$ cat config.mk
export PLATFORM = sky130hd
export DESIGN_NAME = ros2_ether_bridge
export DESIGN_NICKNAME = d
export VERILOG_FILES = /design/src/logic/ros2_ether_pkg.sv /design/src/logic/ros2_ether_bridge.sv /design/src/logic/buffer_handoff.sv /design/src/logic/app_data_arbiter.sv /design/src/logic/byte_queue.sv
export SDC_FILE = /design/constraint.sdc
export NUM_CORES = 1
export LEC_CHECK = 0
export BUFFER_PORTS_ARGS = -buffer_cell sky130_fd_sc_hd__buf_2
export CORE_ASPECT_RATIO = 1.5
export CORE_MARGIN = 1
export CORE_UTILIZATION = 30
export CTS_CLUSTER_SIZE = 25
export DETAILED_ROUTE_END_ITERATION = 10
export GPL_TIMING_DRIVEN = 0
export PLACE_DENSITY = 0.5
export RECOVER_POWER = 50
export SLEW_MARGIN = 20
export SYNTH_ARGS = -nofsm -noshare
export SYNTH_HDL_FRONTEND = slang
export SYNTH_HIERARCHICAL = 1
export SYNTH_SLANG_ARGS = --single-unit
$ cat constraint.sdc
create_clock -name clk -period 4 [get_ports clk]
set_input_delay 0.6 -clock clk [delete_from_list [all_inputs] [get_ports clk]]
set_output_delay 0.6 -clock clk [all_outputs]
set_load 0.02 [all_outputs]
$ cat src/logic/ros2_ether_pkg.sv
package ros2_ether_pkg;

  // ********************************************************
  // Sizes and reset values
  // ********************************************************

  localparam int unsigned TX_QUEUE_DEPTH = 16;  // Outgoing payload bytes
  localparam int unsigned RX_QUEUE_DEPTH = 32;  // Incoming payload bytes

  // Index 0 is the UDP receive buffer, index 1 the UDP transmit buffer
  localparam int unsigned BUF_COUNT = 2;

  // Owner after reset per buffer, 0 for the core and 1 for the CPU
  localparam logic [BUF_COUNT-1:0] BUF_RESET_OWNER = 2'b10;

  // ********************************************************
  // Types
  // ********************************************************

  typedef enum logic [1:0] {
    APP_OWNER_NONE = 2'b00,
    APP_OWNER_CORE = 2'b01,
    APP_OWNER_CPU  = 2'b10
  } app_owner_e;

  typedef struct packed {
    logic req;  // Request strobe
    logic rel;  // Release strobe
  } owner_req_t;

  typedef struct packed {
    logic core;
    logic cpu;
  } grant_pair_t;

  // Host order as written by the CPU
  typedef struct packed {
    logic [47:0] mac;
    logic [31:0] ip;
    logic [31:0] gateway;
    logic [31:0] mask;
  } net_cfg_t;

  // Swaps the bytes of every field so the first byte on the wire is the low one
  function automatic net_cfg_t to_network_order(input net_cfg_t cfg);
    net_cfg_t swapped;
    for (int b = 0; b < 6; b++) begin
      swapped.mac[8*b +: 8] = cfg.mac[8*(5-b) +: 8];
    end
    for (int b = 0; b < 4; b++) begin
      swapped.ip[8*b +: 8]      = cfg.ip[8*(3-b) +: 8];
      swapped.gateway[8*b +: 8] = cfg.gateway[8*(3-b) +: 8];
      swapped.mask[8*b +: 8]    = cfg.mask[8*(3-b) +: 8];
    end
    return swapped;
  endfunction

endpackage
$ cat src/logic/ros2_ether_bridge.sv
`timescale 1ns/10ps

module ros2_ether_bridge (
  input  logic                                   clk,
  input  logic                                   rst_n,

  input  logic                                   i_ether_en,

  // Network settings
  input  ros2_ether_pkg::net_cfg_t               i_net_cfg,
  output ros2_ether_pkg::net_cfg_t               o_net_cfg,

  // Application-data block sharing
  input  ros2_ether_pkg::owner_req_t             i_core_app,
  input  ros2_ether_pkg::owner_req_t             i_cpu_app,
  output ros2_ether_pkg::grant_pair_t            o_app_grant,

  // UDP buffer handoff, index 0 receive and index 1 transmit
  input  logic [ros2_ether_pkg::BUF_COUNT-1:0]   i_core_buf_rel,
  input  logic [ros2_ether_pkg::BUF_COUNT-1:0]   i_cpu_buf_rel,
  output ros2_ether_pkg::grant_pair_t [ros2_ether_pkg::BUF_COUNT-1:0] o_buf_grant,

  // Outgoing payload stream
  input  logic                                   i_tx_wr_en,
  input  logic [7:0]                             i_tx_din,
  output logic                                   o_tx_full,
  input  logic                                   i_tx_rd_en,
  output logic [7:0]                             o_tx_dout,
  output logic                                   o_tx_empty,

  // Incoming payload stream
  input  logic                                   i_rx_wr_en,
  input  logic [7:0]                             i_rx_din,
  output logic                                   o_rx_full,
  input  logic                                   i_rx_rd_en,
  output logic [7:0]                             o_rx_dout,
  output logic                                   o_rx_empty
);

  // ********************************************************
  // Payload queues
  // ********************************************************

  byte_queue #(
    .DEPTH (ros2_ether_pkg::TX_QUEUE_DEPTH)
  ) tx_queue_i (
    .clk     (clk),
    .rst_n   (rst_n),
    .i_wr_en (i_tx_wr_en),
    .i_din   (i_tx_din),
    .o_full  (o_tx_full),
    .i_rd_en (i_tx_rd_en),
    .o_dout  (o_tx_dout),
    .o_empty (o_tx_empty)
  );

  byte_queue #(
    .DEPTH (ros2_ether_pkg::RX_QUEUE_DEPTH)
  ) rx_queue_i (
    .clk     (clk),
    .rst_n   (rst_n),
    .i_wr_en (i_rx_wr_en),
    .i_din   (i_rx_din),
    .o_full  (o_rx_full),
    .i_rd_en (i_rx_rd_en),
    .o_dout  (o_rx_dout),
    .o_empty (o_rx_empty)
  );

  // ********************************************************
  // Ownership of shared blocks
  // ********************************************************

  app_data_arbiter app_arbiter_i (
    .clk      (clk),
    .rst_n    (rst_n),
    .i_enable (i_ether_en),
    .i_core   (i_core_app),
    .i_cpu    (i_cpu_app),
    .o_grant  (o_app_grant)
  );

  buffer_handoff buf_handoff_i (
    .clk        (clk),
    .rst_n      (rst_n),
    .i_enable   (i_ether_en),
    .i_core_rel (i_core_buf_rel),
    .i_cpu_rel  (i_cpu_buf_rel),
    .o_grant    (o_buf_grant)
  );

  // ********************************************************
  // Network settings
  // ********************************************************

  // Stack sees all zeros while Ethernet is off
  assign o_net_cfg = ros2_ether_pkg::to_network_order(i_net_cfg)
                   & {$bits(ros2_ether_pkg::net_cfg_t){i_ether_en}};

endmodule

$ cat src/logic/buffer_handoff.sv
`timescale 1ns/10ps

module buffer_handoff (
  input  logic                                   clk,
  input  logic                                   rst_n,
  input  logic                                   i_enable,

  // One release pulse per buffer from each side
  input  logic [ros2_ether_pkg::BUF_COUNT-1:0]   i_core_rel,
  input  logic [ros2_ether_pkg::BUF_COUNT-1:0]   i_cpu_rel,

  output ros2_ether_pkg::grant_pair_t [ros2_ether_pkg::BUF_COUNT-1:0] o_grant
);

  // ********************************************************
  // One ownership toggle per buffer
  // ********************************************************

  for (genvar g = 0; g < ros2_ether_pkg::BUF_COUNT; g++) begin : g_buf

    // Low while the core holds the buffer, high while the CPU does
    logic cpu_owns;

    always_ff @(posedge clk or negedge rst_n) begin
      if (!rst_n) begin
        cpu_owns <= ros2_ether_pkg::BUF_RESET_OWNER[g];
      end else if (!cpu_owns && i_core_rel[g]) begin
        cpu_owns <= 1'b1;  // Core hands over
      end else if (cpu_owns && i_cpu_rel[g]) begin
        cpu_owns <= 1'b0;  // CPU hands back
      end
    end

    // A release from the side without the buffer falls through both tests above

    assign o_grant[g].core = i_enable & ~cpu_owns;
    assign o_grant[g].cpu  = i_enable &  cpu_owns;

  end

endmodule

$ cat src/logic/app_data_arbiter.sv
`timescale 1ns/10ps

module app_data_arbiter (
  input  logic                       clk,
  input  logic                       rst_n,
  input  logic                       i_enable,
  input  ros2_ether_pkg::owner_req_t i_core,
  input  ros2_ether_pkg::owner_req_t i_cpu,
  output ros2_ether_pkg::grant_pair_t o_grant
);

  ros2_ether_pkg::app_owner_e owner;

  // ********************************************************
  // Owner state
  // ********************************************************

  always_ff @(posedge clk or negedge rst_n) begin
    if (!rst_n) begin
      owner <= ros2_ether_pkg::APP_OWNER_NONE;
    end else begin
      case (owner)
        ros2_ether_pkg::APP_OWNER_NONE: begin
          if (i_core.req) begin
            owner <= ros2_ether_pkg::APP_OWNER_CORE;  // Core wins a tie
          end else if (i_cpu.req) begin
            owner <= ros2_ether_pkg::APP_OWNER_CPU;
          end
        end
        ros2_ether_pkg::APP_OWNER_CORE: begin
          if (i_core.rel) begin
            owner <= ros2_ether_pkg::APP_OWNER_NONE;
          end
        end
        ros2_ether_pkg::APP_OWNER_CPU: begin
          if (i_cpu.rel) begin
            owner <= ros2_ether_pkg::APP_OWNER_NONE;
          end
        end
        default: owner <= ros2_ether_pkg::APP_OWNER_NONE;
      endcase
    end
  end

  // The enable hides the grant but leaves the owner in place
  assign o_grant.core = i_enable & (owner == ros2_ether_pkg::APP_OWNER_CORE);
  assign o_grant.cpu  = i_enable & (owner == ros2_ether_pkg::APP_OWNER_CPU);

endmodule

$ cat src/logic/byte_queue.sv
`timescale 1ns/10ps

module byte_queue #(
  parameter int unsigned DEPTH = 16
) (
  input  logic       clk,
  input  logic       rst_n,

  input  logic       i_wr_en,
  input  logic [7:0] i_din,
  output logic       o_full,

  input  logic       i_rd_en,
  output logic [7:0] o_dout,
  output logic       o_empty
);

  localparam int unsigned PTR_W = (DEPTH > 1) ? $clog2(DEPTH) : 1;
  localparam int unsigned CNT_W = $clog2(DEPTH + 1);

  logic [7:0]       mem [DEPTH];
  logic [PTR_W-1:0] wr_ptr;
  logic [PTR_W-1:0] rd_ptr;
  logic [CNT_W-1:0] count;
  logic             do_wr;
  logic             do_rd;

  // Strobes that hit a full or empty queue are dropped here
  assign do_wr = i_wr_en & ~o_full;
  assign do_rd = i_rd_en & ~o_empty;

  assign o_full  = (count == CNT_W'(DEPTH));
  assign o_empty = (count == '0);

  // Show-ahead: the oldest entry is always on the output
  assign o_dout = mem[rd_ptr];

  // ********************************************************
  // Storage
  // ********************************************************

  always_ff @(posedge clk) begin
    if (do_wr) begin
      mem[wr_ptr] <= i_din;
    end
  end

  // ********************************************************
  // Pointers and occupancy
  // ********************************************************

  always_ff @(posedge clk or negedge rst_n) begin
    if (!rst_n) begin
      wr_ptr <= '0;
    end else if (do_wr) begin
      if (wr_ptr == PTR_W'(DEPTH - 1)) begin
        wr_ptr <= '0;  // Wrap for any depth, not only powers of two
      end else begin
        wr_ptr <= wr_ptr + 1'b1;
      end
    end
  end

  always_ff @(posedge clk or negedge rst_n) begin
    if (!rst_n) begin
      rd_ptr <= '0;
    end else if (do_rd) begin
      if (rd_ptr == PTR_W'(DEPTH - 1)) begin
        rd_ptr <= '0;
      end else begin
        rd_ptr <= rd_ptr + 1'b1;
      end
    end
  end

  always_ff @(posedge clk or negedge rst_n) begin
    if (!rst_n) begin
      count <= '0;
    end else begin
      case ({do_wr, do_rd})
        2'b10:   count <= count + 1'b1;
        2'b01:   count <= count - 1'b1;
        default: count <= count;  // Push and pop together leave it unchanged
      endcase
    end
  end

endmodule

Yosys cells after proc, flatten, opt, wreduce, memory -nomap -nowiden
Memories as Yosys holds them, arrays and structs flattened.
Index checks and enable logic that the tools add are counted.
{"block": "word_totals", "mem_bits_rw": 384, "mem_count": 2, "reg_bits": 33, "output_inout_bits": 170, "input_bits": 175, "wordCells": 84}
{"name": "rx_queue_i.mem", "words": 32, "width": 8, "rd": 1, "rd_clocked_by_memory_dff": 0, "write_ports": 1, "line_no": "byte_queue.sv:21", "text": "logic [7:0] mem [DEPTH];"}
{"name": "tx_queue_i.mem", "words": 16, "width": 8, "rd": 1, "rd_clocked_by_memory_dff": 0, "write_ports": 1, "line_no": "byte_queue.sv:21"}
{"block": "classes", "addsub": 8, "n_bitwise": 17, "mux": 19, "reduce_logical": 14, "eq_ne": 15}
{"op": "$and 144x144->144", "count": 1}
{"op": "$add 5x1->5 const B", "count": 3}
{"op": "$eq 5x5->1 const B", "count": 3}
{"op": "$pmux 6 s2", "count": 1}
{"op": "$and 1x1->1", "count": 10}
{"op": "$mux 5", "count": 2}
{"op": "$pmux 5 s2", "count": 1}
{"op": "$add 4x1->4 const B", "count": 2}
{"op": "$eq 4x4->1 const B", "count": 2}
{"op": "$mux 1", "count": 8}
{"op": "$mux 2", "count": 4}
{"op": "$mux 4", "count": 2}
{"op": "$reduce_bool 2->1", "count": 4}
{"op": "$add 6x1->6 const B", "count": 1}
{"op": "$eq 2x1->1 const B", "count": 3}
{"op": "$eq 2x2->1 const B", "count": 3}
{"op": "$eq 6x6->1 const B", "count": 1}
{"op": "$logic_not 6->1", "count": 1}
{"op": "$not 1->1", "count": 6}
{"op": "$pmux 2 s3", "count": 1}
{"op": "$sub 6x1->6 const B", "count": 1}
{"op": "$logic_not 5->1", "count": 1}
{"op": "$sub 5x1->5 const B", "count": 1}
{"op": "$logic_and 1x1->1", "count": 4}
{"op": "5 further kinds", "count": 7}

Depth between registers and ports, before layout
Gate-level depths: netlist of the first run.
{"block": "logic_depth", "depth_word": 5, "mapped_depth": 11, "mapped_depth_nobuf": 10}

Modules after synthesis
Netlist of the first run, hierarchy kept.
{"module": "byte_queue at rx_queue_i", "cells_per_inst": 576, "seq_area_each_um2": 8087.8, "area_per_inst_um2": 11005.6, "n_inst": 1}
{"module": "byte_queue at tx_queue_i", "cells_per_inst": 311, "seq_area_each_um2": 4169.0, "area_per_inst_um2": 5765.5, "n_inst": 1}
{"module": "ros2_ether_bridge", "cells_per_inst": 159, "seq_area_each_um2": 0.0, "area_per_inst_um2": 1019.7, "n_inst": 1}
{"module": "app_data_arbiter", "cells_per_inst": 10, "seq_area_each_um2": 50.0, "area_per_inst_um2": 100.1, "n_inst": 1}
{"module": "buffer_handoff", "cells_per_inst": 10, "seq_area_each_um2": 51.3, "area_per_inst_um2": 95.1, "n_inst": 1}

Worst setup path after synthesis of the first run
Ideal clock, no wire load.
{"block": "synth_timing", "path_kind": "flip-flop to flip-flop", "start": "reg rx_queue_i.count[0]", "end": "reg rx_queue_i.count[5]", "n_path_buf": 1, "slack_ns": 0.915, "required_time_ns": 3.877, "stages_incl_launch_ff": 11, "setup_time_ns": 0.123, "synth_period_minus_slack_ns": 3.085, "arrival_ns": 2.963, "cell_sequence": "dfrtp_1 > or4_4 > o31a_1 > buf_6 > clkinv_8 > ha_1 > ha_1 > nor4bb_1 > a311o_1 > or3b_2 > xnor2_1"}
{"block": "synth_between", "elab_chain_cells": 5, "word_cells_on_any_way": 12, "cone_classes": "add/sub (2); eq/ne (3); mux (1); bitwise (4); reduce/logical (2)"}
{"item": "from (decl)", "line_no": "byte_queue.sv:24", "text": "logic [CNT_W-1:0] count;"}
{"item": "from (signal assigned)", "line_no": "byte_queue.sv:81", "text": "2'b10: count <= count + 1'b1;"}
{"item": "from (signal assigned)", "line_no": "byte_queue.sv:82", "text": "2'b01: count <= count - 1'b1;"}
{"item": "from (signal assigned)", "line_no": "byte_queue.sv:83", "text": "default: count <= count;"}
{"item": "$eq 6x6->1 / $logic_not 6->1 (equally long branches)", "line_no": "byte_queue.sv:32, byte_queue.sv:33"}
{"item": "$not 1->1 (on tied branches)", "line_no": "byte_queue.sv:29, byte_queue.sv:30"}
{"item": "$and 1x1->1 (on tied branches)", "line_no": "byte_queue.sv:29, byte_queue.sv:30"}
{"item": "$eq 2x1->1 / $eq 2x2->1 (equally long branches)", "line_no": "byte_queue.sv:80", "text": "case ({do_wr, do_rd})"}
{"item": "$pmux 6 s2 / $reduce_bool 2->1 (equally long branches)"}
Parallel ways exist; a longest one is shown, timed or not.
A chain may end at the register's enable or synchronous reset.

Worst setup path after layout of the first run
{"block": "layout_timing", "start": "reg rx_queue_i.rd_ptr[2]", "end": "out o_rx_dout[4]"}
{"block": "layout_between", "elab_chain_cells": 1}
{"item": "from (decl)", "line_no": "byte_queue.sv:23", "text": "logic [PTR_W-1:0] rd_ptr;"}
{"item": "from (signal assigned)", "line_no": "byte_queue.sv:71", "text": "rd_ptr <= rd_ptr + 1'b1;"}
{"item": "$mem_v2 32x8"}
{"item": "to (decl)", "line_no": "ros2_ether_bridge.sv:36", "text": "output logic [7:0] o_rx_dout,"}
No other way between the ends.

==> results of run 1 <==
-- metal layers --
layer / up-vias / wire length [um] / track usage (%) / part of all wire, %
li1: 4916 / - / - / -
met1: 5419 / 19900 / 19.5 / 39
met2: 362 / 26500 / 28.3 / 52
met3: 84 / 3160 / 3.96 / 6.2
met4: 6 / 1340 / 5.41 / 2.6
met5: - / 45 / 0 / 0.088
-- worst max-delay path: stages, from the launching register on --
cell and delay, ps:
dfrtp_1 360, clkbuf_1 160, buf_2 260, nand3b_1 380
clkbuf_2 360, o22ai_1 140, a2111oi_2 710, a21oi_1 150
buf_2 210
-- state kept, by name (all words and copies together) (netlist names) --
register and cells:
tx_queue_i/mem 128, app_arbiter_i/owner 2, rx_queue_i/rd_ptr 5, tx_queue_i/rd_ptr 4, rx_queue_i/count 6, tx_queue_i/count 5
tx_queue_i/wr_ptr 4, rx_queue_i/mem 256, buf_handoff_i/g_buf.cpu_owns 2, rx_queue_i/wr_ptr 5
-- final timing paths --
check | end | slack, ps
min in group asynchronous | buf_handoff_i/g_buf[0].cpu_owns$_DFFE_PN0P_ | 810
hold / removal | buf_handoff_i/g_buf[1].cpu_owns$_DFFE_PN1P_ | 180
setup / recovery | o_rx_dout[4] | 110
setup reg to reg | rx_queue_i/count[5]$_DFFE_PN0P_ | 250
max in group asynchronous | rx_queue_i/wr_ptr[1]$_DFFE_PN0P_ | 1720
hold reg to reg | app_arbiter_i/owner[1]$_DFFE_PN0P_ | 480
-- cells by family after synthesis --
kind of cell / synth area share (%)
and+or+nand+nor: 8.83
DFF: 68.7
buffers and inverters: 2.69
adders and majority gates: 1.68
AOI/OAI and AO/OA: 5.01
muxes: 12.6
xor gates and xnor gates: 0.438
-- per-stage QoR --
step	std cells	util, %	hold slack, ps
after floorplan	1066	-	304
after global placement	2187	35.0	470
after detailed placement	2187	35.1	477
after CTS	2267	37.5	24.7
after global routing	2267	37.3	146
final	2267	37.3	178
-- layout make-up --
| class | instances | area, sq um |
|---|---|---|
| repair buffers | 344 | 1680 |
| well taps | 777 | 972 |
| plain buffers | 62 | 390 |
| clock inverters | 15 | 153 |
| fillers | 5640 | 37000 |
| clock buffers | 65 | 1220 |
| flip-flops and latches | 417 | 12400 |
| multi-input cells | 572 | 5210 |
| inverters | 15 | 68.8 |
-- power groups by stage --
stage / logic, mW / registers (mW) / clock network [mW]
after floorplan: 3.22 / 5.42 / 0
after detailed placement: 4.72 / 5.49 / 0
after global placement: 4.66 / 5.47 / 0
final: 4.69 / 5.39 / 3.94
after CTS: 4.79 / 5.40 / 4.08
after global routing: 5.07 / 5.43 / 4.20
-- what timing repair did --
action | CTS | global route
endpoints found under the hold margin | 0 | 0
setup endpoints to repair | 5 | 1
resized for setup | 7 | 1
-- cell usage in the layout (no fill, tap or decap), types with 4 or more instances in the layout --
cell and n:
nor4_1 4, a21oi_1 20, clkbuf_1 71, o21ai_0 17, a21o_1 4, nor2b_1 8
o21ai_1 6, nor3_2 4, buf_2 322, o22ai_1 7, clkinv_1 5, buf_1 6
mux4_2 70, and2_0 42, a2111oi_2 4, a22o_1 9, dfrtp_1 32, nand2_1 25
a211oi_1 5, buf_6 12, nand3_1 7, nor2_1 56, mux2i_1 58, inv_1 14
a32oi_1 8, clkinv_2 4, and2_1 105, a22oi_1 16, nand3b_1 5, ha_1 21
nor3_1 4, o221ai_1 8, xnor2_1 7, nand2b_1 4, buf_4 9, clkbuf_16 45
edfxtp_1 384
==> flow_summary_export.csv, run 1 <==
group,metric,value,unit
timing,period_share,97.2,%
worst_setup_path,startpoint_type,"register",
detailed_routing,number_of_routed_nets_with_antenna_violations,0,
cts,clk_latency,570,ps
synthesis,synth_largest_area_cell,"edfxtp_1",
cts,cts_tree,"built",
power_and_ir_drop,clock_power_share,28.1,%
synthesis,avgSynthCellArea,16.9,sq um
power_and_ir_drop,pwr-share-seq,38.4,%
cts,cts_max_path_buffers,3,
power_and_ir_drop,leakage,8.03,nW
power_and_ir_drop,switching_power,4.66,mW
global_routing,grt_pass1_vias,11000,
timing,fin_crit,3890,ps
run_status,violations,"capacitance limit, slew limit",
synthesis,netlist-cell-type-count,69,
synthesis,synth.cells.most_frequent,"edfxtp_1 (384), and2_1 (147), mux4_2 (70)",
cells_and_area,post_route_cells_drive_above_1_share,33.5,%
detailed_routing,initialDrtViolationCount,683,
global_routing,grt_usage,16.2,%
worst_setup_path,critPathCaptureType,"primary output",
synthesis,syn-num-nets,1264,
global_routing,overflow,0,
power_and_ir_drop,post_layout_power,14.0,mW
power_and_ir_drop,combinational_cell_fraction_of_total_power,33.5,%
cts,postCtsHoldBufs,0,
die,top_level_ports,345,
timing,fin_clk_skew,18.7,ps
worst_setup_path,worstRegToRegCells,10,
cts,post-cts-setup-buffer-count,0,
cts,cts_buffers,43,
synthesis,ys_ff_latch,417,
die,floorplan.die_area,0.0610,sq mm
die,num_rows,109,
power_and_ir_drop,power.ir.vdd_worst,0.000459,V
cts,cts_sink_cnt,417,
timing,achievable-frequency,257,MHz
synthesis,asyncSetResetFlopFracSynth,7.91,%
global_routing,grt_antenna_before_repair,4,
cells_and_area,stdcell_area,0.0221,sq mm
synthesis,number_of_enable_flip_flop_cells_after_synthesis,384,
synthesis,yosys.area.top_type_share,64.1,%
run,timing.max_cap.violations,5,
global_routing,grt_start_max_net_pins,34,
synthesis,synth_area,0.0180,sq mm
detailed_routing,drt_pre_antenna_iters,5,
detailed_routing,wire_length_per_cell,22.4,um
detailed_routing,detailroute.via_count,10800,
timing,finalHoldViolations,0,
timing,tightest_slew,2530,ps
power_and_ir_drop,pwr_density_cell,636,mW/mm^2
placement,place_worst_setup_slack,163,ps
cts,htree_levels,2,
timing,max_transition_viols_final,165,
cells_and_area,diodes,0,
worst_setup_path,cp_max_fanout,10,
synthesis,postSynth.topFlopCell,"edfxtp_1",
synthesis,post_synth_inst_count,1066,
detailed_routing,routed_wirelength,50.9,mm
timing,timing.final.setup_violations,0,
synthesis,yosysSeqAreaShare,68.7,%
worst_setup_path,rr_startpoint,"rx_queue_i/count[0]$_DFFE_PN0P_",
placement,io_buffer_count,344,
worst_setup_path,arrival_time_of_the_worst_setup_path,3290,ps
synthesis,yosysWarningCount,6,
worst_hold_path,hp-start,"i_cpu_buf_rel[1]",
global_routing,wire_length_of_the_first_global_routing_pass,72.4,mm
timing,tns,0,ps
detailed_routing,drc_errors,0,
placement,cell_area_placed,0.0207,sq mm
die,floorplan.initialDensity,30.5,%
power_and_ir_drop,netSwitchingFraction,33.2,%
worst_hold_path,timing.hold.worst_path_depth,2,
detailed_routing,avgViaCountPerCell,4.76,
placement,post-dp-hpwl,38.8,mm
worst_setup_path,critPathRequiredTime,3400,ps
placement,gp_congestion,0.855,
synthesis,yosys.cell_count.top_type,"edfxtp_1",
worst_hold_path,timing.hold.worst.class,"input port to register",
cells_and_area,num-nets-final,1653,
timing,grt_setup_unrepaired,"false",
run_status,outcome,"complete, but fails checks",
timing,postLayoutSetupSlackWorst,110,ps
timing,worst_slew_margin_rel,-68.7,%
cts,clock_root_buffer,"clkbuf_16",
cells_and_area,area.growth.synth_to_final,22.6,%
die,core,0.0591,sq mm
worst_setup_path,cp-startpoint,"rx_queue_i/rd_ptr[2]$_DFFE_PN0P_",
worst_setup_path,critPathKind,"register to primary output",
cts,clock_transition_time_at_the_flip_flop_clock_pins_of_the_worst_setup_and_hold_paths,60,ps
synthesis,synth.area.top_cells,"edfxtp_1 (64%), mux4_2 (8.8%), and2_1 (5.1%), dfrtp_1 (4.5%), mux2i_1 (3.2%)",
die,floorplan.die.width,202,um
power_and_ir_drop,cellInternalPower,9.37,mW
die,die_y,302,um
Power figures use the tool's default switching activity.
==> inputs of run 2 (changes only) <==
--- a/config.mk
+++ b/config.mk
@@ -8,11 +8,11 @@
 export BUFFER_PORTS_ARGS = -buffer_cell sky130_fd_sc_hd__buf_2
 export CORE_ASPECT_RATIO = 1.5
 export CORE_MARGIN = 1
-export CORE_UTILIZATION = 30
+export CORE_UTILIZATION = 55
 export CTS_CLUSTER_SIZE = 25
 export DETAILED_ROUTE_END_ITERATION = 10
 export GPL_TIMING_DRIVEN = 0
-export PLACE_DENSITY = 0.5
+export PLACE_DENSITY = 0.8
 export RECOVER_POWER = 50
 export SLEW_MARGIN = 20
 export SYNTH_ARGS = -nofsm -noshare
==> flow_summary_export.csv, run 2 (synthesis gave the netlist of run 1 again) <==
group,metric,value,unit
run_status,outcome,"complete, but fails checks",
run_status,violations,"capacitance limit, slew limit, setup timing",
detailed_routing,drc_errors,0,
placement,io_buffer_count,344,
timing,finalHoldViolations,0,
die,core,0.0320,sq mm
cts,cts_max_path_buffers,3,
cts,htree_levels,2,
detailed_routing,detailroute.via_count,11300,
worst_setup_path,critPathRequiredTime,3400,ps
worst_setup_path,critPathKind,"register to primary output",
global_routing,overflow,0,
cells_and_area,final_core_util,67.0,%
cells_and_area,largest_reg_flops,256,
timing,achievable-frequency,250,MHz
cts,post-cts-setup-buffer-count,0,
die,top_level_ports,345,
timing,fin_crit,4000,ps
global_routing,grt_start_max_net_pins,34,
timing,timing.final.setup_violations,1,
worst_setup_path,startpoint_type,"register",
die,die_y,223,um
cts,clk_latency,540,ps
cts,cts_sink_cnt,417,
die,floorplan.initialDensity,56.2,%
detailed_routing,drt_pre_antenna_iters,5,
timing,grt_setup_unrepaired,"false",
cells_and_area,area.growth.synth_to_final,19.3,%
cells_and_area,register_with_the_most_flip_flops,"rx_queue_i/mem",
placement,cell_area_placed,0.0202,sq mm
placement,gp_congestion,1.02,
timing,worst_slew_margin_rel,-46.4,%
cts,cts_tree,"built",
run,timing.max_cap.violations,2,
worst_setup_path,critPathCaptureType,"primary output",
worst_setup_path,slowest_stage,"a2111oi_1",
cts,postCtsHoldBufs,0,
timing,fin_clk_skew,16.4,ps
cells_and_area,most-common-layout-cells,"edfxtp_1 (384), buf_2 (313), and2_1 (122), mux4_2 (70), clkbuf_1 (68)",
power_and_ir_drop,power.ir.vdd_worst,0.000564,V
cells_and_area,reg.largest.list,"rx_queue_i/mem x256, tx_queue_i/mem x128, rx_queue_i/count x6",
worst_setup_path,cp_max_fanout,10,
timing,max_transition_viols_final,67,
worst_setup_path,arrival_time_of_the_worst_setup_path,3400,ps
global_routing,grt_usage,31.4,%
cts,clock_transition_time_at_the_flip_flop_clock_pins_of_the_worst_setup_and_hold_paths,70,ps
die,floorplan.die.width,150,um
cells_and_area,post_route_cells_drive_above_1_share,33.0,%
global_routing,grt_antenna_before_repair,5,
cells_and_area,stdcell_area,0.0215,sq mm
die,num_rows,80,
timing,hold_ws,204,ps
cells_and_area,num-nets-final,1649,
timing,postLayoutSetupSlackWorst,-1.37,ps
timing,period_share,100,%
power_and_ir_drop,leakage,7.96,nW
global_routing,wire_length_of_the_first_global_routing_pass,74.7,mm
placement,place_worst_setup_slack,417,ps
cells_and_area,final_common_cell,"edfxtp_1",
placement,post-dp-hpwl,39.4,mm
detailed_routing,routed_wirelength,51.4,mm
detailed_routing,avgViaCountPerCell,5.97,
die,floorplan.die_area,0.0334,sq mm
cts,clock_root_buffer,"clkbuf_16",
power_and_ir_drop,pwr_density_cell,638,mW/mm^2
detailed_routing,number_of_routed_nets_with_antenna_violations,0,
worst_setup_path,max_stage_delay,860,ps
global_routing,grt_pass1_vias,11700,
cts,cts_buffers,38,
detailed_routing,initialDrtViolationCount,829,
worst_hold_path,timing.hold.worst.class,"input port to register",
detailed_routing,wire_length_per_cell,27.1,um
worst_setup_path,timing.critical_path.cells,"clkbuf_1 -> buf_2 -> nand3b_1 -> clkbuf_1 -> o22ai_1 -> a2111oi_1 -> a21oi_1 -> buf_2",
timing,tightest_slew,2200,ps
## run 2: changes by cell type in the layout (fill, tap and decap cells not counted), sizes merged
cell / before / now
buf: 350 / 341
clkbuf: 121 / 113
diode: 0 / 6
clkinvlp: 0 / 3
clkinv: 12 / 14
bufinv: 2 / 3
clkdlybuf4s18: 0 / 1
## run 2: layer usage
metal,vias up,share of wire (%),GRT usage [%]
met5,-,0,0
met4,0,3.9,11.4
met3,113,8.8,8.77
met2,591,53,56.2
met1,5688,35,35.3
li1,4926,-,-
## run 2: worst paths after layout
kind	from	to	slack, ps	cells after the start
setup / recovery	rx_queue_i/rd_ptr[2]$_DFFE_PN0P_	o_rx_dout[4]	-1	8
hold / removal	i_cpu_buf_rel[1]	buf_handoff_i/g_buf[1].cpu_owns$_DFFE_PN1P_	200	2
setup reg to reg	rx_queue_i/count[0]$_DFFE_PN0P_	rx_queue_i/count[5]$_DFFE_PN0P_	390	10
hold reg to reg	buf_handoff_i/g_buf[0].cpu_owns$_DFFE_PN0P_	buf_handoff_i/g_buf[0].cpu_owns$_DFFE_PN0P_	490	1
max in group asynchronous	rst_n	rx_queue_i/rd_ptr[4]$_DFFE_PN0P_	2030	1
min in group asynchronous	rst_n	tx_queue_i/wr_ptr[0]$_DFFE_PN0P_	700	1
## run 2: what timing repair did
| item | CTS | global route |
|---|---|---|
| resized for setup | 3 | 0 |
| endpoints found under the hold margin | 0 | 0 |
| setup endpoints to repair | 2 | 0 |
## run 2: stage by stage
step	power (mW)	instances	setup TNS [ps]
2_1_floorplan	8.64	1066	0
6_report	13.7	1896	-1.37
3_3_place_gp	9.87	1820	0
3_5_place_dp	10.0	1821	0
4_1_cts	13.8	1890	0
5_1_grt	14.2	1893	0
## run 2: power by group
| group | switching (mW) | total, mW | internal (mW) |
|---|---|---|---|
| Sequential | 0.216 | 5.41 | 5.19 |
| Combinational | 2.70 | 4.60 | 1.90 |
| Clock | 1.56 | 3.68 | 2.12 |
| Total | 4.47 | 13.7 | 9.22 |
## run 2: area by class of cell
class	instances	area [sq um]
plain buffers	62	388
flip-flops and latches	417	12400
clock inverters	21	195
multi-input cells	572	5150
diodes	6	15.0
clock buffers	48	1080
repair buffers	345	1680
well taps	410	513
fillers	2274	10600
inverters	15	68.8
## run 2: critical path, delay by kind of cell (launching register included)
kind / cells / cell delay [ps]
AND/OR/NAND/NOR: 1 / 320
AO/OA/AOI/OAI: 3 / 1090
flip-flops: 1 / 380
buffers and inverters: 4 / 1080
==> inputs of run 3 (changes only) <==
==> constraint.sdc (replaced) <==
create_clock -name clk -period 3.8 [get_ports clk]
set_input_delay 0.57 -clock clk [delete_from_list [all_inputs] [get_ports clk]]
set_output_delay 0.57 -clock clk [all_outputs]
set_load 0.02 [all_outputs]
==> flow_summary_export.csv, run 3 (synthesis gave the netlist of run 1 again) <==
group,metric,value,unit
run_status,violations,"capacitance limit, slew limit",
timing,fin_clk_skew,19.3,ps
global_routing,grt_pass1_vias,11700,
cts,clock_root_buffer,"clkbuf_16",
worst_setup_path,worstRegToRegCells,10,
timing,period_share,97.0,%
die,floorplan.initialDensity,56.2,%
cells_and_area,num-nets-final,1649,
worst_setup_path,buf_inv_on_cp,5,
power_and_ir_drop,cellInternalPower,9.71,mW
timing,max_transition_viols_final,67,
worst_setup_path,path_depth,9,
worst_setup_path,crit_top_cell,"buf_6",
power_and_ir_drop,pwr-share-seq,39.4,%
worst_setup_path,critPathCaptureType,"primary output",
cells_and_area,area.growth.synth_to_final,19.4,%
timing,postLayoutSetupSlackWorst,114,ps
power_and_ir_drop,power.ir.vdd_worst,0.000593,V
detailed_routing,avgViaCountPerCell,5.94,
worst_hold_path,timing.hold.worst_path_depth,2,
detailed_routing,drt_pre_antenna_iters,8,
die,num_rows,80,
timing,finalHoldViolations,0,
power_and_ir_drop,clock_power_share,26.9,%
cts,cts_tree,"built",
worst_setup_path,timing.critical_path.cells,"buf_6 -> buf_6 -> buf_6 -> buf_6 -> mux2i_1 -> o22ai_1 -> a2111oi_2 -> a21oi_1 -> buf_2",
cells_and_area,register_with_the_most_flip_flops,"rx_queue_i/mem",
worst_setup_path,max_stage_delay,690,ps
run,timing.max_cap.violations,2,
global_routing,grt_antenna_before_repair,5,
cells_and_area,largest_reg_flops,256,
global_routing,grt_start_max_net_pins,34,
cells_and_area,most-common-layout-cells,"edfxtp_1 (384), buf_2 (307), and2_1 (120), clkbuf_1 (72), mux4_2 (70)",
detailed_routing,detailroute.via_count,11300,
timing,tightest_slew,2200,ps
worst_setup_path,slowest_stage,"a2111oi_2",
cells_and_area,final_common_cell,"edfxtp_1",
detailed_routing,initialDrtViolationCount,835,
die,core,0.0320,sq mm
worst_setup_path,largest_delay_contributor_family_on_the_critical_path,"buffers and inverters",
timing,timing.final.setup_violations,0,
cts,clock_transition_time_at_the_flip_flop_clock_pins_of_the_worst_setup_and_hold_paths,70,ps
die,floorplan.die.width,150,um
placement,gp_congestion,1.02,
power_and_ir_drop,pwr_density_cell,672,mW/mm^2
power_and_ir_drop,leakage,7.94,nW
detailed_routing,routed_wirelength,51.3,mm
detailed_routing,number_of_routed_nets_with_antenna_violations,0,
cells_and_area,fill_cells,2273,
cts,htree_levels,2,
detailed_routing,drc_errors,0,
placement,io_buffer_count,344,
power_and_ir_drop,combinational_cell_fraction_of_total_power,33.7,%
placement,post-dp-hpwl,39.4,mm
global_routing,globalRoute.busiestLayer,"met2",
detailed_routing,wire_length_per_cell,27.1,um
die,top_level_ports,345,
timing,achievable-frequency,271,MHz
worst_hold_path,holdPathEnd,"buf_handoff_i/g_buf[1].cpu_owns$_DFFE_PN1P_",
power_and_ir_drop,switching_power,4.72,mW
global_routing,grtUsageMet1,35.3,%
timing,tns,0,ps
cts,cts_buffers,38,
worst_setup_path,critPathKind,"register to primary output",
timing,fin_crit,3690,ps
placement,place_worst_setup_slack,247,ps
cells_and_area,post_route_cells_drive_above_1_share,32.9,%
worst_setup_path,startpoint_type,"register",
worst_setup_path,rr_startpoint,"rx_queue_i/count[0]$_DFFE_PN0P_",
cts,postCtsHoldBufs,0,
global_routing,wire_length_of_the_first_global_routing_pass,74.7,mm
global_routing,met3_usage,8.77,%
worst_setup_path,critPathRequiredTime,3230,ps
die,floorplan.die_area,0.0334,sq mm
cts,clk_latency,540,ps
worst_setup_path,r2r_setup_slack,240,ps
cells_and_area,total_area_of_multi_input_combinational_cells,0.00518,sq mm
worst_setup_path,cp_max_fanout,10,
power_and_ir_drop,netSwitchingFraction,32.7,%
worst_setup_path,arrival_time_of_the_worst_setup_path,3120,ps
cells_and_area,reg.largest.list,"rx_queue_i/mem x256, tx_queue_i/mem x128, rx_queue_i/count x6",
run_status,outcome,"complete, but fails checks",
worst_hold_path,timing.hold.worst.class,"input port to register",
global_routing,overflow,0,
worst_hold_path,hp-start,"i_cpu_buf_rel[1]",
cts,post-cts-setup-buffer-count,0,
cells_and_area,ff_latch_area,0.0124,sq mm
cts,cts_max_path_buffers,3,
die,die_y,223,um
timing,worst_slew_margin_rel,-46.8,%
global_routing,grt_usage,31.4,%
global_routing,global_route.usage.met2,56.2,%
timing,grt_setup_unrepaired,"false",
cts,cts_sink_cnt,417,
worst_setup_path,rr_endpoint,"rx_queue_i/count[5]$_DFFE_PN0P_",
[run 3: cell count changes in the layout (fill, tap and decap cells not counted), sizes merged]
| cell | delta |
|---|---|
| buf | -5 |
| clkbuf | +5 |
| clkinv | -1 |
| clkinvlp | +1 |
[run 3: area by class of cell]
| cell class | count | area share, % |
|---|---|---|
| plain buffers | 62 | 1.85 |
| inverters | 15 | 0.268 |
| repair buffers | 345 | 7.79 |
| clock buffers | 48 | 5.04 |
| clock inverters | 21 | 0.909 |
| multi-input cells | 572 | 24.1 |
| well taps | 410 | 2.39 |
| diodes | 6 | 0.0699 |
| flip-flops and latches | 417 | 57.6 |
[run 3: worst register-to-register path, delay by kind of cell (launching register included)]
kind,cells,cell delay (ps)
and+or+nand+nor,3,1310
adders and majority gates,2,690
AOI/OAI and AO/OA,2,570
DFF,1,430
buffers and inverters,2,290
xor gates and xnor gates,1,140
[run 3: what timing repair did]
action | CTS | global route
cloned | 0 | 0
gates resized for setup | 4 | 3
endpoints found under the setup margin | 3 | 2
[run 3: worst max path at each step]
stage	endpoint	slack, ps	startpoint
finish	o_rx_dout[7]	110	rx_queue_i/rd_ptr[0]$_DFFE_PN0P_
CTS	o_rx_dout[3]	20	rx_queue_i/rd_ptr[2]$_DFFE_PN0P_
global route	o_rx_dout[0]	30	rx_queue_i/rd_ptr[0]$_DFFE_PN0P_
floorplan	rx_queue_i/count[5]$_DFFE_PN0P_	710	rx_queue_i/count[0]$_DFFE_PN0P_
detailed placement	o_rx_dout[3]	250	rx_queue_i/rd_ptr[2]$_DFFE_PN0P_
global placement	o_rx_dout[1]	30	rx_queue_i/rd_ptr[0]$_DFFE_PN0P_
[run 3: metrics by stage]
stage	instances	util [%]	instance area [sq um]	hold WS (ps)	total power, mW
after global routing	1893	67.0	21500	173	15.0
after CTS	1890	67.2	21500	142	14.5
after detailed placement	1821	63.2	20200	481	10.6
after global placement	1820	63.1	20200	472	10.4
after floorplan	1066	-	18000	274	9.09
final	1896	67.0	21500	170	14.4
[run 3: layer usage]
layer,wire length [um],vias to the layer above
li1,-,4922
met1,17800,5664
met2,27000,563
met3,4520,114
met4,2040,0
met5,0,-
[run 3: power by group through the flow]
| stage | clock network [mW] | logic, mW | registers, mW |
|---|---|---|---|
| 2_1_floorplan | 0 | 3.39 | 5.71 |
| 3_3_place_gp | 0 | 4.63 | 5.76 |
| 3_5_place_dp | 0 | 4.79 | 5.78 |
| 4_1_cts | 3.93 | 4.86 | 5.69 |
| 5_1_grt | 4.09 | 5.18 | 5.72 |
| 6_report | 3.88 | 4.86 | 5.69 |
